File: config.mk
export PLATFORM = sky130hd
export DESIGN_NAME = memStage
export DESIGN_NICKNAME = d
export VERILOG_FILES = /design/src/source/memStagePkg.sv /design/src/source/memStage.sv /design/src/source/cp0Regs.sv /design/src/source/storeAligner.sv
export VERILOG_INCLUDE_DIRS = /design/src /design/src/source
export SDC_FILE = /design/constraint.sdc
export NUM_CORES = 1
export LEC_CHECK = 0
export BUFFER_PORTS_ARGS = -buffer_cell sky130_fd_sc_hd__buf_2
export CAP_MARGIN = 30
export CORE_AREA = 2 2 168 170
export DETAILED_ROUTE_END_ITERATION = 10
export DIE_AREA = 0 0 170 172
export PLACE_DENSITY = 0.55
export SKIP_LAST_GASP = 1
export SLEW_MARGIN = 25
export SYNTH_ARGS = -nofsm -noshare
export SYNTH_HDL_FRONTEND = slang
export SYNTH_SLANG_ARGS = --single-unit
File: constraint.sdc
create_clock -name clk -period 3.5 [get_ports clk]
set_clock_uncertainty 0.05 [all_clocks]
set_input_delay 1.05 -clock clk [delete_from_list [all_inputs] [get_ports clk]]
set_output_delay 1.05 -clock clk [all_outputs]
set_load 0.1 [all_outputs]
File: src/source/memStageSettings.svh
// Memory stage settings
// Widths, memory depth and CP0 register numbers shared by the RTL
`ifndef MEM_STAGE_SETTINGS_SVH
`define MEM_STAGE_SETTINGS_SVH

// Data path and address width
`define MS_DATA_W 32

// GPR address width
`define MS_REG_W 5

// Tnew counter width
`define MS_TNEW_W 2

// Data memory depth in 32-bit words
`define MS_MEM_WORDS 256

// CP0 register numbers
`define MS_CP0_SR 12
`define MS_CP0_CAUSE 13
`define MS_CP0_EPC 14
`define MS_CP0_PRID 15

`endif
File: src/source/memStagePkg.sv
// Memory stage types
// Decoded operation codes and the CP0 register select
package memStagePkg;

    // Operation class handed over from execute
    typedef enum logic [3:0] {
        opNop,
        opAlu,
        opLw,
        opLh,
        opLhu,
        opLb,
        opLbu,
        opSw,
        opSh,
        opSb,
        opMfc0,
        opMtc0,
        opEret
    } memOp;

    // Mapped CP0 registers
    typedef enum logic [1:0] {
        selSr,
        selCause,
        selEpc,
        selPrid
    } cp0Sel;

endpackage

File: src/source/memStage.sv
// Memory pipeline stage
// Store forwarding, CP0 access, writeback select and the MEM/WB register
`timescale 1ns/1ns
`include "memStageSettings.svh"

module memStage (
    input  logic                     clk,
    input  logic                     rst,
    input  logic                     stall,
    input  logic                     clr,
    input  memStagePkg::memOp        instrMem,
    input  logic [`MS_DATA_W-1:0]    pcMem,
    input  logic [`MS_DATA_W-1:0]    aluOutMem,
    input  logic [`MS_DATA_W-1:0]    dataRtMem,
    input  logic [`MS_REG_W-1:0]     addrRtMem,
    input  logic [`MS_REG_W-1:0]     addrRdMem,
    input  logic [`MS_REG_W-1:0]     regWriteAddrMem,
    input  logic [`MS_DATA_W-1:0]    regWriteDataMem,
    input  logic [`MS_TNEW_W-1:0]    tnewMem,
    input  logic [`MS_REG_W-1:0]     regAddrWb,
    input  logic [`MS_DATA_W-1:0]    regDataWb,
    input  logic [`MS_DATA_W-1:0]    dmRData,
    output logic [`MS_DATA_W-3:0]    dmAddr,
    output logic [`MS_DATA_W-1:0]    dmWData,
    output logic [3:0]               dmWe,
    output memStagePkg::memOp        instrWb,
    output logic [`MS_DATA_W-1:0]    pcWb,
    output logic [`MS_DATA_W-1:0]    memWordWb,
    output logic [1:0]               offsetWb,
    output logic [`MS_REG_W-1:0]     regWriteAddrWb,
    output logic [`MS_DATA_W-1:0]    regWriteDataWb,
    output logic [`MS_TNEW_W-1:0]    tnewWb,
    output logic [1:0]               kernelCtrl,
    output logic [`MS_DATA_W-3:0]    epc
);

    logic [`MS_DATA_W-1:0]   rtFwd;
    logic [3:0]              byteWe;
    logic [1:0]              offset;
    logic [`MS_DATA_W-1:0]   cp0Data;
    logic                    stageWriteEn;
    logic                    isLoad;
    logic [`MS_DATA_W-1:0]   wbData;
    logic [`MS_TNEW_W-1:0]   tnewNext;

    // WB-to-MEM bypass except for register zero
    assign rtFwd = (regAddrWb == addrRtMem && regAddrWb != '0) ? regDataWb : dataRtMem;

    // No side effects from a held or flushed op
    assign stageWriteEn = !stall && !clr;

    storeAligner aligner (
        .instr      (instrMem),
        .addr       (aluOutMem),
        .wData      (rtFwd),
        .wordAddr   (dmAddr),
        .byteWe     (byteWe),
        .alignedData(dmWData),
        .offset     (offset)
    );

    assign dmWe = stageWriteEn ? byteWe : 4'b0000;

    cp0Regs cp0 (
        .clk       (clk),
        .rst       (rst),
        .writeEn   (stageWriteEn),
        .instr     (instrMem),
        .regNum    (addrRdMem),
        .wData     (rtFwd),
        .pc        (pcMem),
        .rData     (cp0Data),
        .kernelCtrl(kernelCtrl),
        .epc       (epc)
    );

    assign isLoad = instrMem inside {memStagePkg::opLw, memStagePkg::opLh, memStagePkg::opLhu,
                                     memStagePkg::opLb, memStagePkg::opLbu};

    always_comb begin
        if (isLoad) begin
            wbData = dmRData;
        end else if (instrMem == memStagePkg::opMfc0) begin
            wbData = cp0Data;
        end else begin
            wbData = regWriteDataMem;
        end
    end

    // Saturating countdown
    assign tnewNext = (tnewMem != '0) ? tnewMem - 1'b1 : '0;

    always_ff @(posedge clk) begin
        if (rst || clr) begin
            instrWb        <= memStagePkg::opNop;
            pcWb           <= '0;
            memWordWb      <= '0;
            offsetWb       <= '0;
            regWriteAddrWb <= '0;
            regWriteDataWb <= '0;
            tnewWb         <= '0;
        end else if (!stall) begin
            instrWb        <= instrMem;
            pcWb           <= pcMem;
            // Raw word and offset for extension in writeback
            memWordWb      <= dmRData;
            offsetWb       <= offset;
            regWriteAddrWb <= regWriteAddrMem;
            regWriteDataWb <= wbData;
            tnewWb         <= tnewNext;
        end
    end

endmodule

File: src/source/cp0Regs.sv
// Coprocessor 0 registers
// Status, cause, EPC and PRId with mtc0 writes, mfc0 reads and eret
`timescale 1ns/1ns
`include "memStageSettings.svh"

module cp0Regs (
    input  logic                     clk,
    input  logic                     rst,
    input  logic                     writeEn,
    input  memStagePkg::memOp        instr,
    input  logic [`MS_REG_W-1:0]     regNum,
    input  logic [`MS_DATA_W-1:0]    wData,
    input  logic [`MS_DATA_W-1:0]    pc,
    output logic [`MS_DATA_W-1:0]    rData,
    output logic [1:0]               kernelCtrl,
    output logic [`MS_DATA_W-3:0]    epc
);

    // Fixed processor id
    localparam logic [`MS_DATA_W-1:0] PRID_VALUE = 32'h0000_4d45;

    logic                    srIe;
    logic                    srExl;
    logic [`MS_DATA_W-3:0]   epcReg;
    memStagePkg::cp0Sel      sel;
    logic                    mapped;

    // Register number to select
    always_comb begin
        sel    = memStagePkg::selSr;
        mapped = 1'b1;
        case (regNum)
            `MS_REG_W'(`MS_CP0_SR):    sel = memStagePkg::selSr;
            `MS_REG_W'(`MS_CP0_CAUSE): sel = memStagePkg::selCause;
            `MS_REG_W'(`MS_CP0_EPC):   sel = memStagePkg::selEpc;
            `MS_REG_W'(`MS_CP0_PRID):  sel = memStagePkg::selPrid;
            default:                   mapped = 1'b0;
        endcase
    end

    always_ff @(posedge clk) begin
        if (rst) begin
            srIe   <= 1'b0;
            srExl  <= 1'b0;
            epcReg <= '0;
        end else if (writeEn) begin
            if (instr == memStagePkg::opMtc0 && mapped) begin
                // Cause and PRId ignore writes
                case (sel)
                    memStagePkg::selSr: begin
                        srIe  <= wData[0];
                        srExl <= wData[1];
                    end
                    memStagePkg::selEpc: begin
                        epcReg <= wData[`MS_DATA_W-1:2];
                    end
                    default: begin
                    end
                endcase
            end
            if (instr == memStagePkg::opEret) begin
                srExl <= 1'b0;
            end
        end
    end

    always_comb begin
        rData = '0;
        if (mapped) begin
            case (sel)
                memStagePkg::selSr:    rData = {30'd0, srExl, srIe};
                memStagePkg::selCause: rData = '0;
                memStagePkg::selEpc:   rData = {epcReg, 2'b00};
                memStagePkg::selPrid:  rData = PRID_VALUE;
                default:               rData = '0;
            endcase
        end
    end

    assign kernelCtrl = {srExl, srIe};
    assign epc        = epcReg;

    // Kernel control must come out of reset with interrupts off
    assert property (@(posedge clk) rst |=> kernelCtrl == 2'b00)
        else $error("kernelCtrl not cleared by reset");

    // CP0 ops arrive from a word-aligned fetch
    assert property (@(posedge clk) disable iff (rst)
        writeEn && (instr == memStagePkg::opMtc0 || instr == memStagePkg::opEret)
            |-> pc[1:0] == 2'b00)
        else $error("CP0 op with unaligned pc %h", pc);

endmodule

File: src/source/storeAligner.sv
// Store aligner
// Builds word address, byte enables and lane-replicated data for stores
`timescale 1ns/1ns
`include "memStageSettings.svh"

module storeAligner (
    input  memStagePkg::memOp        instr,
    input  logic [`MS_DATA_W-1:0]    addr,
    input  logic [`MS_DATA_W-1:0]    wData,
    output logic [`MS_DATA_W-3:0]    wordAddr,
    output logic [3:0]               byteWe,
    output logic [`MS_DATA_W-1:0]    alignedData,
    output logic [1:0]               offset
);

    assign wordAddr = addr[`MS_DATA_W-1:2];
    assign offset   = addr[1:0];

    always_comb begin
        byteWe      = 4'b0000;
        alignedData = wData;
        case (instr)
            memStagePkg::opSw: begin
                byteWe = 4'b1111;
            end
            memStagePkg::opSh: begin
                // Upper or lower half picked by addr bit 1
                byteWe      = addr[1] ? 4'b1100 : 4'b0011;
                alignedData = {2{wData[15:0]}};
            end
            memStagePkg::opSb: begin
                byteWe      = 4'b0001 << offset;
                alignedData = {4{wData[7:0]}};
            end
            default: begin
                byteWe = 4'b0000;
            end
        endcase
    end

    // Address generation upstream must keep stores naturally aligned
    always_comb begin
        assert final (!(instr == memStagePkg::opSw && offset != 2'b00))
            else $error("sw with unaligned address %h", addr);
        assert final (!(instr == memStagePkg::opSh && offset[0]))
            else $error("sh with odd address %h", addr);
    end

endmodule

# Word level (Yosys, flattened, before mapping)
# Index checks and enable logic that the tools add are counted.
dict set report op_classes {
  n_mux 15
  addsub 1
  n_shift 1
  n_eq_ne 19
  reduce_logical 16
}
# op n
set ops {}
lappend ops {{32-bit two-way mux} 4}
lappend ops {{32-bit case mux with 4 select lines} 1}
lappend ops {{32-bit case mux with 2 select lines} 1}
lappend ops {{4-bit equality test (second input constant)} 5}
lappend ops {{5-bit by 4-bit equality test with 1-bit output (second input constant)} 4}
lappend ops {{4-bit by 3-bit equality test with 1-bit output (second input constant)} 4}
lappend ops {{4-bit case mux with 3 select lines} 1}
lappend ops {{5-bit nonzero test} 2}
lappend ops {{3-bit AND reduction} 3}
lappend ops {{4-bit by 2-bit equality test with 1-bit output (second input constant)} 2}
lappend ops {{4-bit two-way mux} 2}
lappend ops {{2-bit case mux with 3 select lines} 1}
lappend ops {{2-bit nonzero test} 3}
lappend ops {{5-bit equality test} 1}
lappend ops {{2-bit equality test (second input constant)} 2}
lappend ops {{1-bit two-way mux} 4}
lappend ops {{4-bit OR reduction} 1}
lappend ops {{1-bit by 2-bit << shifter with 4-bit output (first input constant)} 1}
lappend ops {{1-bit logical AND} 3}
lappend ops {{2-bit by 1-bit equality test with 1-bit output (second input constant)} 1}
lappend ops {{1-bit logical NOT} 2}
lappend ops {{2-bit logical NOT} 1}
lappend ops {{2-bit two-way mux} 1}
lappend ops {{2-bit by 1-bit subtractor with 2-bit output (second input constant)} 1}
lappend ops {{1-bit logical OR} 1}
dict set report word_totals {
  regBits 141
}

# Logic depth before layout (Yosys ltp)
# Gate-level depths: netlist of run 1.
dict set report depth {
  ltp_word 7
  depth_mapped 8
  mapped_depth_nobuf 5
}

# Modules after synthesis
# A second synthesis of run 1 with hierarchy kept.
dict set report unflattened {
  hier_cells 768
  hier_area_um2 7282.0
}
# mod seq_area_each_um2 cells_each n_inst area_each_um2
set by_module_without_submodules {}
lappend by_module_without_submodules {memStage 2182.1 488 1 4872.2}
lappend by_module_without_submodules {cp0Regs 640.6 194 1 1624.1}
lappend by_module_without_submodules {storeAligner 0.0 86 1 785.8}

# Worst setup path before layout of run 1
# OpenSTA, ideal clock, no wires.
dict set report synth_path {
  path_type {input to output}
  start {input instrMem[1]}
  end {output dmWData[22]}
  n_path_buf 3
  path_stages 5
  t_arrival_ns 3.669
  path_slack_ns -1.269
  required_time_ns 2.400
  cell_sequence {buf_2 > nor3b_2 > buf_4 > buf_2 > mux2i_1}
}
dict set report synth_between {
  elab_chain_len 2
  word_cells_on_any_way 3
  cone_classes {eq/ne: 2; mux: 1}
}
# element line
set synth_lines {}
lappend synth_lines {{start, declared} memStage.sv:11} ;# input memStagePkg::memOp instrMem,
lappend synth_lines {{4-bit equality test} storeAligner.sv:22} ;# case (instr)
lappend synth_lines {{32-bit case mux with 2 select lines (*)} storeAligner.sv:22}
lappend synth_lines {{end, declared} memStage.sv:24} ;# output logic [`MS_DATA_W-1:0] dmWData,
# Every way passes the cells marked *; elsewhere a longest branch is shown, timed or not.

# Worst setup path after layout of run 1
dict set report layout_path {
  start {input regAddrWb[2]}
  end {output dmWData[18]}
}
dict set report layout_between {
  elab_chain_len 4
  word_cells_on_any_way 5
  cone_classes {eq/ne: 1; mux: 2; reduce/logical: 2}
}
# element line
set layout_lines {}
lappend layout_lines {{start, declared} memStage.sv:20} ;# input logic [`MS_REG_W-1:0] regAddrWb,
lappend layout_lines {{5-bit equality test / 5-bit nonzero test (equally long branches)} memStage.sv:47} ;# assign rtFwd = (regAddrWb == addrRtMem && regAddrWb != '0) ? regDataWb : dataRtMem;
lappend layout_lines {{1-bit logical AND (*)} memStage.sv:47}
lappend layout_lines {{32-bit two-way mux (*)} memStage.sv:47}
lappend layout_lines {{32-bit case mux with 2 select lines (*)} storeAligner.sv:22}
# Marks and branches as above.

==> results of run 1 <==
-- cells by family after synthesis --
group,share of synthesized area (%)
AOI/OAI and AO/OA,15.3
xor gates and xnor gates,0.502
buffers and inverters,9.61
DFF,40.4
muxes,19.5
and+or+nand+nor,14.7
-- flip-flops by register name, indices dropped and copies added (netlist names) --
signal,flops
cp0.srExl,1
tnewWb,2
regWriteAddrWb,5
cp0.epc,30
offsetWb,2
cp0.srIe,1
regWriteDataWb,32
memWordWb,32
instrWb,4
pcWb,32
-- path summary, 6_finish.rpt --
path                           from                 end  slack, ns
setup / recovery       regAddrWb[2]         dmWData[18]      -0.42
hold / removal    regWriteDataWb[8]   regWriteDataWb[8]       0.41
setup reg to reg         cp0.epc[9]  regWriteDataWb[11]       2.06
hold reg to reg   regWriteDataWb[8]   regWriteDataWb[8]       0.41
-- cells in the final DEF, fill, tap and decap left out, types with 7 or more instances in the layout --
cell type	count
mux2_2	8
o2bb2ai_1	24
nand2_1	51
nand3_1	34
buf_6	7
o21ai_0	8
a21oi_1	39
mux2i_2	12
a211oi_1	27
o22ai_1	27
buf_4	58
buf_2	327
dfxtp_1	141
nor2_1	123
mux2i_4	27
o221ai_4	8
clkbuf_16	18
buf_12	51
mux2i_1	83
-- metrics by stage --
stage	power (uW)	cells	cell area, um^2	hold WS, ns	setup WS, ns
3_3_place_gp	3050	1457	10300	0.396	-0.479
6_report	4850	1495	11200	0.414	-0.424
4_1_cts	4890	1490	11000	0.414	-0.432
3_5_place_dp	3060	1457	10300	0.405	-0.516
2_1_floorplan	2770	779	7460	0.469	-0.253
5_1_grt	5030	1495	11200	0.436	-0.515
-- layout make-up --
cell class                 instances  area share (%)
tap                              346            3.88
sequential                       141            25.3
multi-input combinational        522            36.6
antenna                            1          0.0224
clock buffer                      18            3.94
timing repair buffer             445            28.7
inverter                           9           0.348
clock inverter                    13            1.17
-- worst min-delay path, delay by kind of cell (launching register included) --
family          cells  cell delay (ns)
flops               1             0.31
compound gates      1             0.05
simple gates        1             0.06
-- power by group --
group,total [uW],internal (uW),switching [uW]
sequential,1670,1650,20.2
combinational,1380,466,918
clock,1800,1010,789
-- per-layer routing --
metal	vias to the layer above	part of all wire, %	GRT usage (%)	routed length [um]
met5	-	0	0	0
met4	0	2.0	6.43	577
met3	31	8.5	6.18	2450
met2	308	50	33.9	14400
met1	3306	40	21.6	11600
li1	3430	-	-	-
-- timing repair --
action                     in CTS  in global routing
buffers inserted                2                  8
pin swaps                       1                  5
setup endpoints to repair      32                 36
cloned                          0                  1
gates resized for setup        16                 31
==> flow_summary.yaml, run 1 <==
global_routing:
  grt_pass1_wl_mm: 41.6
  grtUsageTotal_pct: 19.1
  grt_max_degree: 119
  grt_remaining_overflow: 0
  grt_pass1_vias: 7013
  antenna_found_initial: 1
worst_setup_path:
  cp_common_cell: "buf_12"
  crit_family: "buffers and inverters"
  worstPathMaxFanout: 7
  cp.arrival_ns: 2.82
  path_cells: "buf_2, nor4_4, nor3_2, o21ai_4, buf_12, buf_12, buf_12, mux2i_4, mux2i_4, buf_12"
  cpPeakStageDelay_ns: 0.37
  path_depth: 10
  critical_path.slowest_cell: "mux2i_4"
  crit_required_ns: 2.40
  rr_worst_depth: 4
  crit_type: "in -> out"
  worstSetupEndpointType: "primary output"
  cp.buffers_inverters: 5
  cp-start-kind: "input pin"
timing:
  fin_setup_tns_ns: -10.41
  period_minus_slack_ns: 3.92
  post-route-period-util_pct: 112
  rsz0062_at_grt: "yes"
  drv_slew: 0
  setup_viol_count_final: 32
  max_slew_margin_pct: 39.8
  max_freq_mhz: 255
  layout_setup_ws_ns: -0.424
  final_hold_viol_count: 0
  worst_slew_pin_slew_ns: 0.903
clock_tree:
  clk_pin_slew_ns: 0.06
  tritoncts: "built"
  cts_hold_buf: 0
  htreeDepth: 4
  cts_max_path_buffers: 2
  clock-sinks: 141
  cts_root_buffer: "clkbuf_16"
  cts_buffers: 17
  worstSkewPairLatency_ns: 0.42
power_and_ir_drop:
  peakVddDrop_uv: 294
  power.density_nw_per_um2: 435
  p_leak_uw: 0.00505
die:
  die_h_um: 172
  die_w_um: 170
  core_area_um2: 27500
  placementRows: 61
  ios: 429
  start_util_pct: 25.4
  dieArea_um2: 29200
cells_and_area:
  seqCellArea_um2: 2820
  multi_input_area_um2: 4090
  drive_above_1_share_pct: 49.0
  fillers: 2774
  finish.net_count: 1358
  fin_util_pct: 40.6
  area_growth_pct: 59.8
flow_run:
  cap_violations: 0
routing:
  drtPass1Iterations: 5
  route.detailed.drc: 0
  drt-wirelength-per-cell_um: 19.4
  ant_nets: 0
  via_per_inst: 4.73
  dr.first_iter.drc_count: 355
  totalWireLength_mm: 29.0
  vias: 7075
synth:
  ys_seq_area_share_pct: 40.4
  synth_flop_cell: "dfxtp_1"
  synth_cells: 779
  syn_avg_cell_area_um2: 8.96
  synth_top_cell_by_area: "dfxtp_1"
  syn-cell-area_um2: 6980
  ys_types: 45
  synth_common_cells: "dfxtp_1, nor2_1, mux2i_1"
  synth.most_common_cell: "dfxtp_1"
  synth-async-reset-ratio_pct: 0
  synth_area_leaders: "dfxtp_1, mux2i_1, nor2_1"
  synth_top_area_share_pct: 40.4
  synth_fp_nets: 1001
  synth-edff-count: 0
  ys_ff_latch: 141
  yosys_warnings: 0
placement:
  place_congestion: 0.830
  port_buffers: 368
  dp_hpwl_mm: 22.3
hold_path:
  hold_depth: 2
  min_path_type: "reg -> reg"
outcome:
  violations: "negative setup slack"
  status: "complete, but fails checks"
No activity file was read; power rests on OpenSTA's default activity.
==> run 2, diff against run 1 <==
--- a/config.mk
+++ b/config.mk
@@ -8,10 +8,10 @@
 export LEC_CHECK = 0
 export BUFFER_PORTS_ARGS = -buffer_cell sky130_fd_sc_hd__buf_2
 export CAP_MARGIN = 30
-export CORE_AREA = 2 2 168 170
+export CORE_AREA = 2 2 166 168
 export DETAILED_ROUTE_END_ITERATION = 10
-export DIE_AREA = 0 0 170 172
-export PLACE_DENSITY = 0.55
+export DIE_AREA = 0 0 168 170
+export PLACE_DENSITY = 0.56
 export SKIP_LAST_GASP = 1
 export SLEW_MARGIN = 25
 export SYNTH_ARGS = -nofsm -noshare
==> flow_summary.yaml, run 2 (synthesis results as in run 1) <==
power_and_ir_drop:
  peakVddDrop_uv: 281
  power.density_nw_per_um2: 422
  p_leak_uw: 0.00511
global_routing:
  grt_pass1_vias: 7181
  grt_remaining_overflow: 0
  grt_pass1_wl_mm: 42.6
  grtUsageTotal_pct: 19.8
  grt_max_degree: 118
  antenna_found_initial: 0
die:
  core_area_um2: 26700
  die_h_um: 170
  dieArea_um2: 28600
  placementRows: 60
  ios: 429
  start_util_pct: 26.2
  die_w_um: 168
routing:
  route.detailed.drc: 0
  drtPass1Iterations: 5
  dr.first_iter.drc_count: 426
  drt-wirelength-per-cell_um: 19.4
  ant_nets: 0
  vias: 7120
  totalWireLength_mm: 29.1
  via_per_inst: 4.75
placement:
  port_buffers: 368
  dp_hpwl_mm: 22.3
  placedCellCount: 1453
  place_congestion: 0.823
clock_tree:
  worstSkewPairLatency_ns: 0.42
  clk_pin_slew_ns: 0.07
  cts_buffers: 17
  cts_max_path_buffers: 2
  cts_root_buffer: "clkbuf_16"
  clock-sinks: 141
  tritoncts: "built"
  cts_hold_buf: 0
  htreeDepth: 4
cells_and_area:
  drive_above_1_share_pct: 50.3
  fillers: 2649
  finish.net_count: 1367
  layout.cells.non_filler: 1499
  area_growth_pct: 63.2
  reg_top3: "memWordWb x32, pcWb x32, regWriteDataWb x32"
  n_antenna_cell: 0
  fin_util_pct: 42.7
  final_common_cell: "buf_2"
  layout_common_cells: "buf_2, dfxtp_1, nor2_1, mux2i_1, buf_4"
worst_setup_path:
  rr_worst_depth: 4
  worstPathMaxFanout: 7
  crit_type: "in -> out"
  crit_required_ns: 2.40
  cp-start-kind: "input pin"
  cp.arrival_ns: 2.77
  worstSetupEndpointType: "primary output"
timing:
  post-route-period-util_pct: 110
  layout_setup_ws_ns: -0.366
  final_hold_viol_count: 0
  max_slew_margin_pct: 42.7
  period_minus_slack_ns: 3.87
  drv_slew: 0
  rsz0062_at_grt: "yes"
  setup_viol_count_final: 32
  max_freq_mhz: 259
  worst_slew_pin_slew_ns: 0.859
flow_run:
  cap_violations: 0
hold_path:
  min_path_type: "reg -> reg"
  hold_depth: 2
outcome:
  status: "complete, but fails checks"
  violations: "negative setup slack"
-- run 2: power by group --
part	internal [uW]	total (uW)	switching (uW)
sequential	1650	1670	20.6
combinational	485	1420	934
clock	932	1720	788
-- run 2: final cells by class --
| cell class | instances | area (um^2) | share of cell area (%) |
|---|---|---|---|
| timing repair buffer | 454 | 3300 | 29.0 |
| tap | 341 | 427 | 3.75 |
| clock inverter | 14 | 123 | 1.08 |
| inverter | 9 | 43.8 | 0.384 |
| sequential | 141 | 2820 | 24.8 |
| multi-input combinational | 522 | 4250 | 37.3 |
| clock buffer | 18 | 429 | 3.77 |
-- run 2: per-layer routing --
metal  up-vias  track usage (%)  share of wire [%]
met2       312             34.7                 50
met3        24             6.30                6.8
met1      3329             22.7                 41
li1       3455                -                  -
met4         0             7.07                1.7
met5         -                0                  0
-- run 2: worst max-delay path, stage by stage --
cell and delay [ns]:
buf_8 0.10, nor4_4 0.27, nor3_2 0.09, o21ai_4 0.27, buf_12 0.19, buf_4 0.13
mux2_2 0.35, o221ai_4 0.09, buf_12 0.21
-- run 2: what timing repair did --
item / CTS / global route
pin swaps: 1 / 10
setup endpoints to repair: 32 / 35
gates resized for setup: 42 / 52
gates cloned: 1 / 1
buffers inserted: 6 / 12
-- run 2: final timing paths --
path / slack, ns / from / endpoint
setup reg to reg: 2.05 / cp0.epc[12] / regWriteDataWb[14]
setup / recovery: -0.37 / regAddrWb[0] / dmWData[31]
hold / removal: 0.42 / instrWb[3] / instrWb[3]
hold reg to reg: 0.42 / instrWb[3] / instrWb[3]
-- run 2: through the flow --
step	power [uW]	worst slack [ns]	TNS, ns	hold slack (ns)	instance area (um^2)
detailed placement	3050	-0.506	-12.10	0.406	10300
finish	4810	-0.366	-9.66	0.416	11400
global placement	3050	-0.436	-10.86	0.396	10300
CTS	4840	-0.369	-8.97	0.417	11100
floorplan	2770	-0.253	-6.28	0.469	7460
global route	5020	-0.428	-11.75	0.432	11400
==> run 3, diff against run 2 <==
==> constraint.sdc (replaced) <==
create_clock -name clk -period 3.5 [get_ports clk]
set_clock_uncertainty 0.05 [all_clocks]
set_input_delay 0 -clock clk [delete_from_list [all_inputs] [get_ports clk]]
set_output_delay 0 -clock clk [all_outputs]
set_load 0.1 [all_outputs]
==> flow_summary.yaml, run 3 (synthesis results as in run 1) <==
timing:
  hold_slack_ns: 0.00399
  post-route-period-util_pct: 84.4
  setup_viol_count_final: 0
  max_freq_mhz: 338
  drv_slew: 0
  fin_setup_tns_ns: 0
  period_minus_slack_ns: 2.95
  final_hold_viol_count: 0
  worst_slew_pin_slew_ns: 1.02
  rsz0062_at_grt: "no"
  max_slew_margin_pct: 31.9
power_and_ir_drop:
  peakVddDrop_uv: 265
  p_sw_uw: 1860
  p_clk_share_pct: 37.0
  p_sw_share_pct: 38.2
  p_int_uw: 3020
  p_seq_share_pct: 34.2
  p_leak_uw: 0.00532
  power_uw: 4880
  p_comb_share_pct: 28.8
  power.density_nw_per_um2: 438
die:
  core_area_um2: 26700
  placementRows: 60
  die_w_um: 168
  dieArea_um2: 28600
  ios: 429
  start_util_pct: 26.2
  die_h_um: 170
clock_tree:
  cts_resized: 0
  cts_root_buffer: "clkbuf_16"
  clk_pin_slew_ns: 0.07
  htreeDepth: 4
  tritoncts: "built"
  worstSkewPairLatency_ns: 0.42
  cts_buffers: 17
  cts_max_path_buffers: 2
  clock-sinks: 141
worst_setup_path:
  critical_path.slowest_cell: "dlygate4sd3_1"
  r2r_start: "cp0.epc[9]"
  worstSetupEndpointType: "primary output"
  r2r_end: "regWriteDataWb[11]"
  crit_type: "in -> out"
  rr_worst_depth: 4
  reg2reg_slack_ns: 2.02
  crit_path_start: "instrMem[3]"
  cp_common_cell: "buf_2"
  crit_required_ns: 3.45
  cp.arrival_ns: 2.90
  worstPathMaxFanout: 27
  path_cells: "dlygate4sd3_1, buf_2, nor3b_4, buf_4, nand2_1, o21ai_0, a21oi_1, nor2_1, buf_2"
  cpPeakStageDelay_ns: 0.53
  cp-start-kind: "input pin"
hold_path:
  hold_path.startpoint: "dataRtMem[1]"
  hold_depth: 3
  min_path_type: "in -> reg"
  whs_endpoint: "cp0.srExl"
cells_and_area:
  layout_common_cells: "buf_2, dlygate4sd3_1, dfxtp_1, nor2_1, mux2i_1"
  fin_util_pct: 41.8
  final_common_cell: "buf_2"
  area_growth_pct: 59.7
  drive_above_1_share_pct: 34.6
  reg_top3: "memWordWb x32, pcWb x32, regWriteDataWb x32"
  finish.net_count: 1469
  n_antenna_cell: 0
  layout.cells.non_filler: 1601
routing:
  dr.first_iter.drc_count: 412
  drtPass1Iterations: 5
  wl_met1_mm: 12.2
  totalWireLength_mm: 29.5
  wl_met3_mm: 1.82
  via_per_inst: 4.76
  vias: 7613
  ant_nets: 0
  routed.top_layer: "met4"
  drt-wirelength-per-cell_um: 18.4
  met2_length_mm: 14.6
  route.detailed.drc: 0
placement:
  dp_hpwl_mm: 20.8
  port_buffers: 368
  placedCellCount: 1390
  place_congestion: 0.807
global_routing:
  grtUsageTotal_pct: 19.7
  grt_pass1_wl_mm: 43.3
  grt_remaining_overflow: 0
  grt_max_degree: 71
  grt_pass1_vias: 7495
  antenna_found_initial: 0
flow_run:
  cap_violations: 0
outcome:
  status: "finished, final reports clean"
run 3: cell count changes in the layout (fill, tap and decap cells not counted), moves of 12 or more:
cell / before / now
buf_4: 60 / 6
mux2i_4: 39 / 4
buf_2: 327 / 367
buf_6: 13 / 1
mux2i_1: 77 / 118
buf_12: 49 / 2
dlygate4sd3_1: 0 / 179
run 3: worst max-delay path: cells and delay by family:
| kind | cells | cell delay (ns) |
|---|---|---|
| buffers and inverters | 4 | 1.54 |
| AND/OR/NAND/NOR | 3 | 0.80 |
| AO/OA/AOI/OAI | 2 | 0.56 |
run 3: stage by stage:
stage / area [um^2] / setup WS, ns
6_report: 11100 / 0.545
5_1_grt: 11100 / 0.377
4_1_cts: 11100 / 0.547
3_5_place_dp: 8770 / 1.04
3_3_place_gp: 8730 / 1.10
2_1_floorplan: 6980 / 0.831
run 3: how the worst max path moves through the flow:
stage                   to  slack [ns]  depth (start not counted)
2_1_floorplan  dmWData[22]        0.83                          5
3_3_place_gp   dmWData[25]        1.10                          8
3_5_place_dp   dmWData[25]        1.04                          8
4_1_cts            dmWe[2]        0.55                          9
5_1_grt            dmWe[2]        0.38                          9
6_report           dmWe[2]        0.55                          9
run 3: repair_timing:
item,in CTS,in global routing
hold endpoints to repair,159,0
hold buffers,179,0
setup endpoints to repair,0,0
setup buffers,0,0
run 3: power groups by stage:
stage	clock [uW]	sequential, uW	combinational [uW]
3_5_place_dp	0	1710	1110
2_1_floorplan	0	2020	675
6_report	1800	1670	1410
4_1_cts	1860	1670	1400
5_1_grt	1940	1670	1460
3_3_place_gp	0	1700	1100
run 3: per-layer routing:
metal	vias to the layer above	GRT usage, %
li1	3647	-
met1	3582	23.5
met2	346	34.9
met3	38	3.77
met4	0	7.45
met5	-	0
run 3: final cells by class:
type,instances,area [um^2]
clock buffer,18,439
clock inverter,14,143
fill,2663,15500
inverter,9,33.8
multi-input combinational,522,3530
sequential,141,2820
tap,341,427
timing repair buffer,556,3750
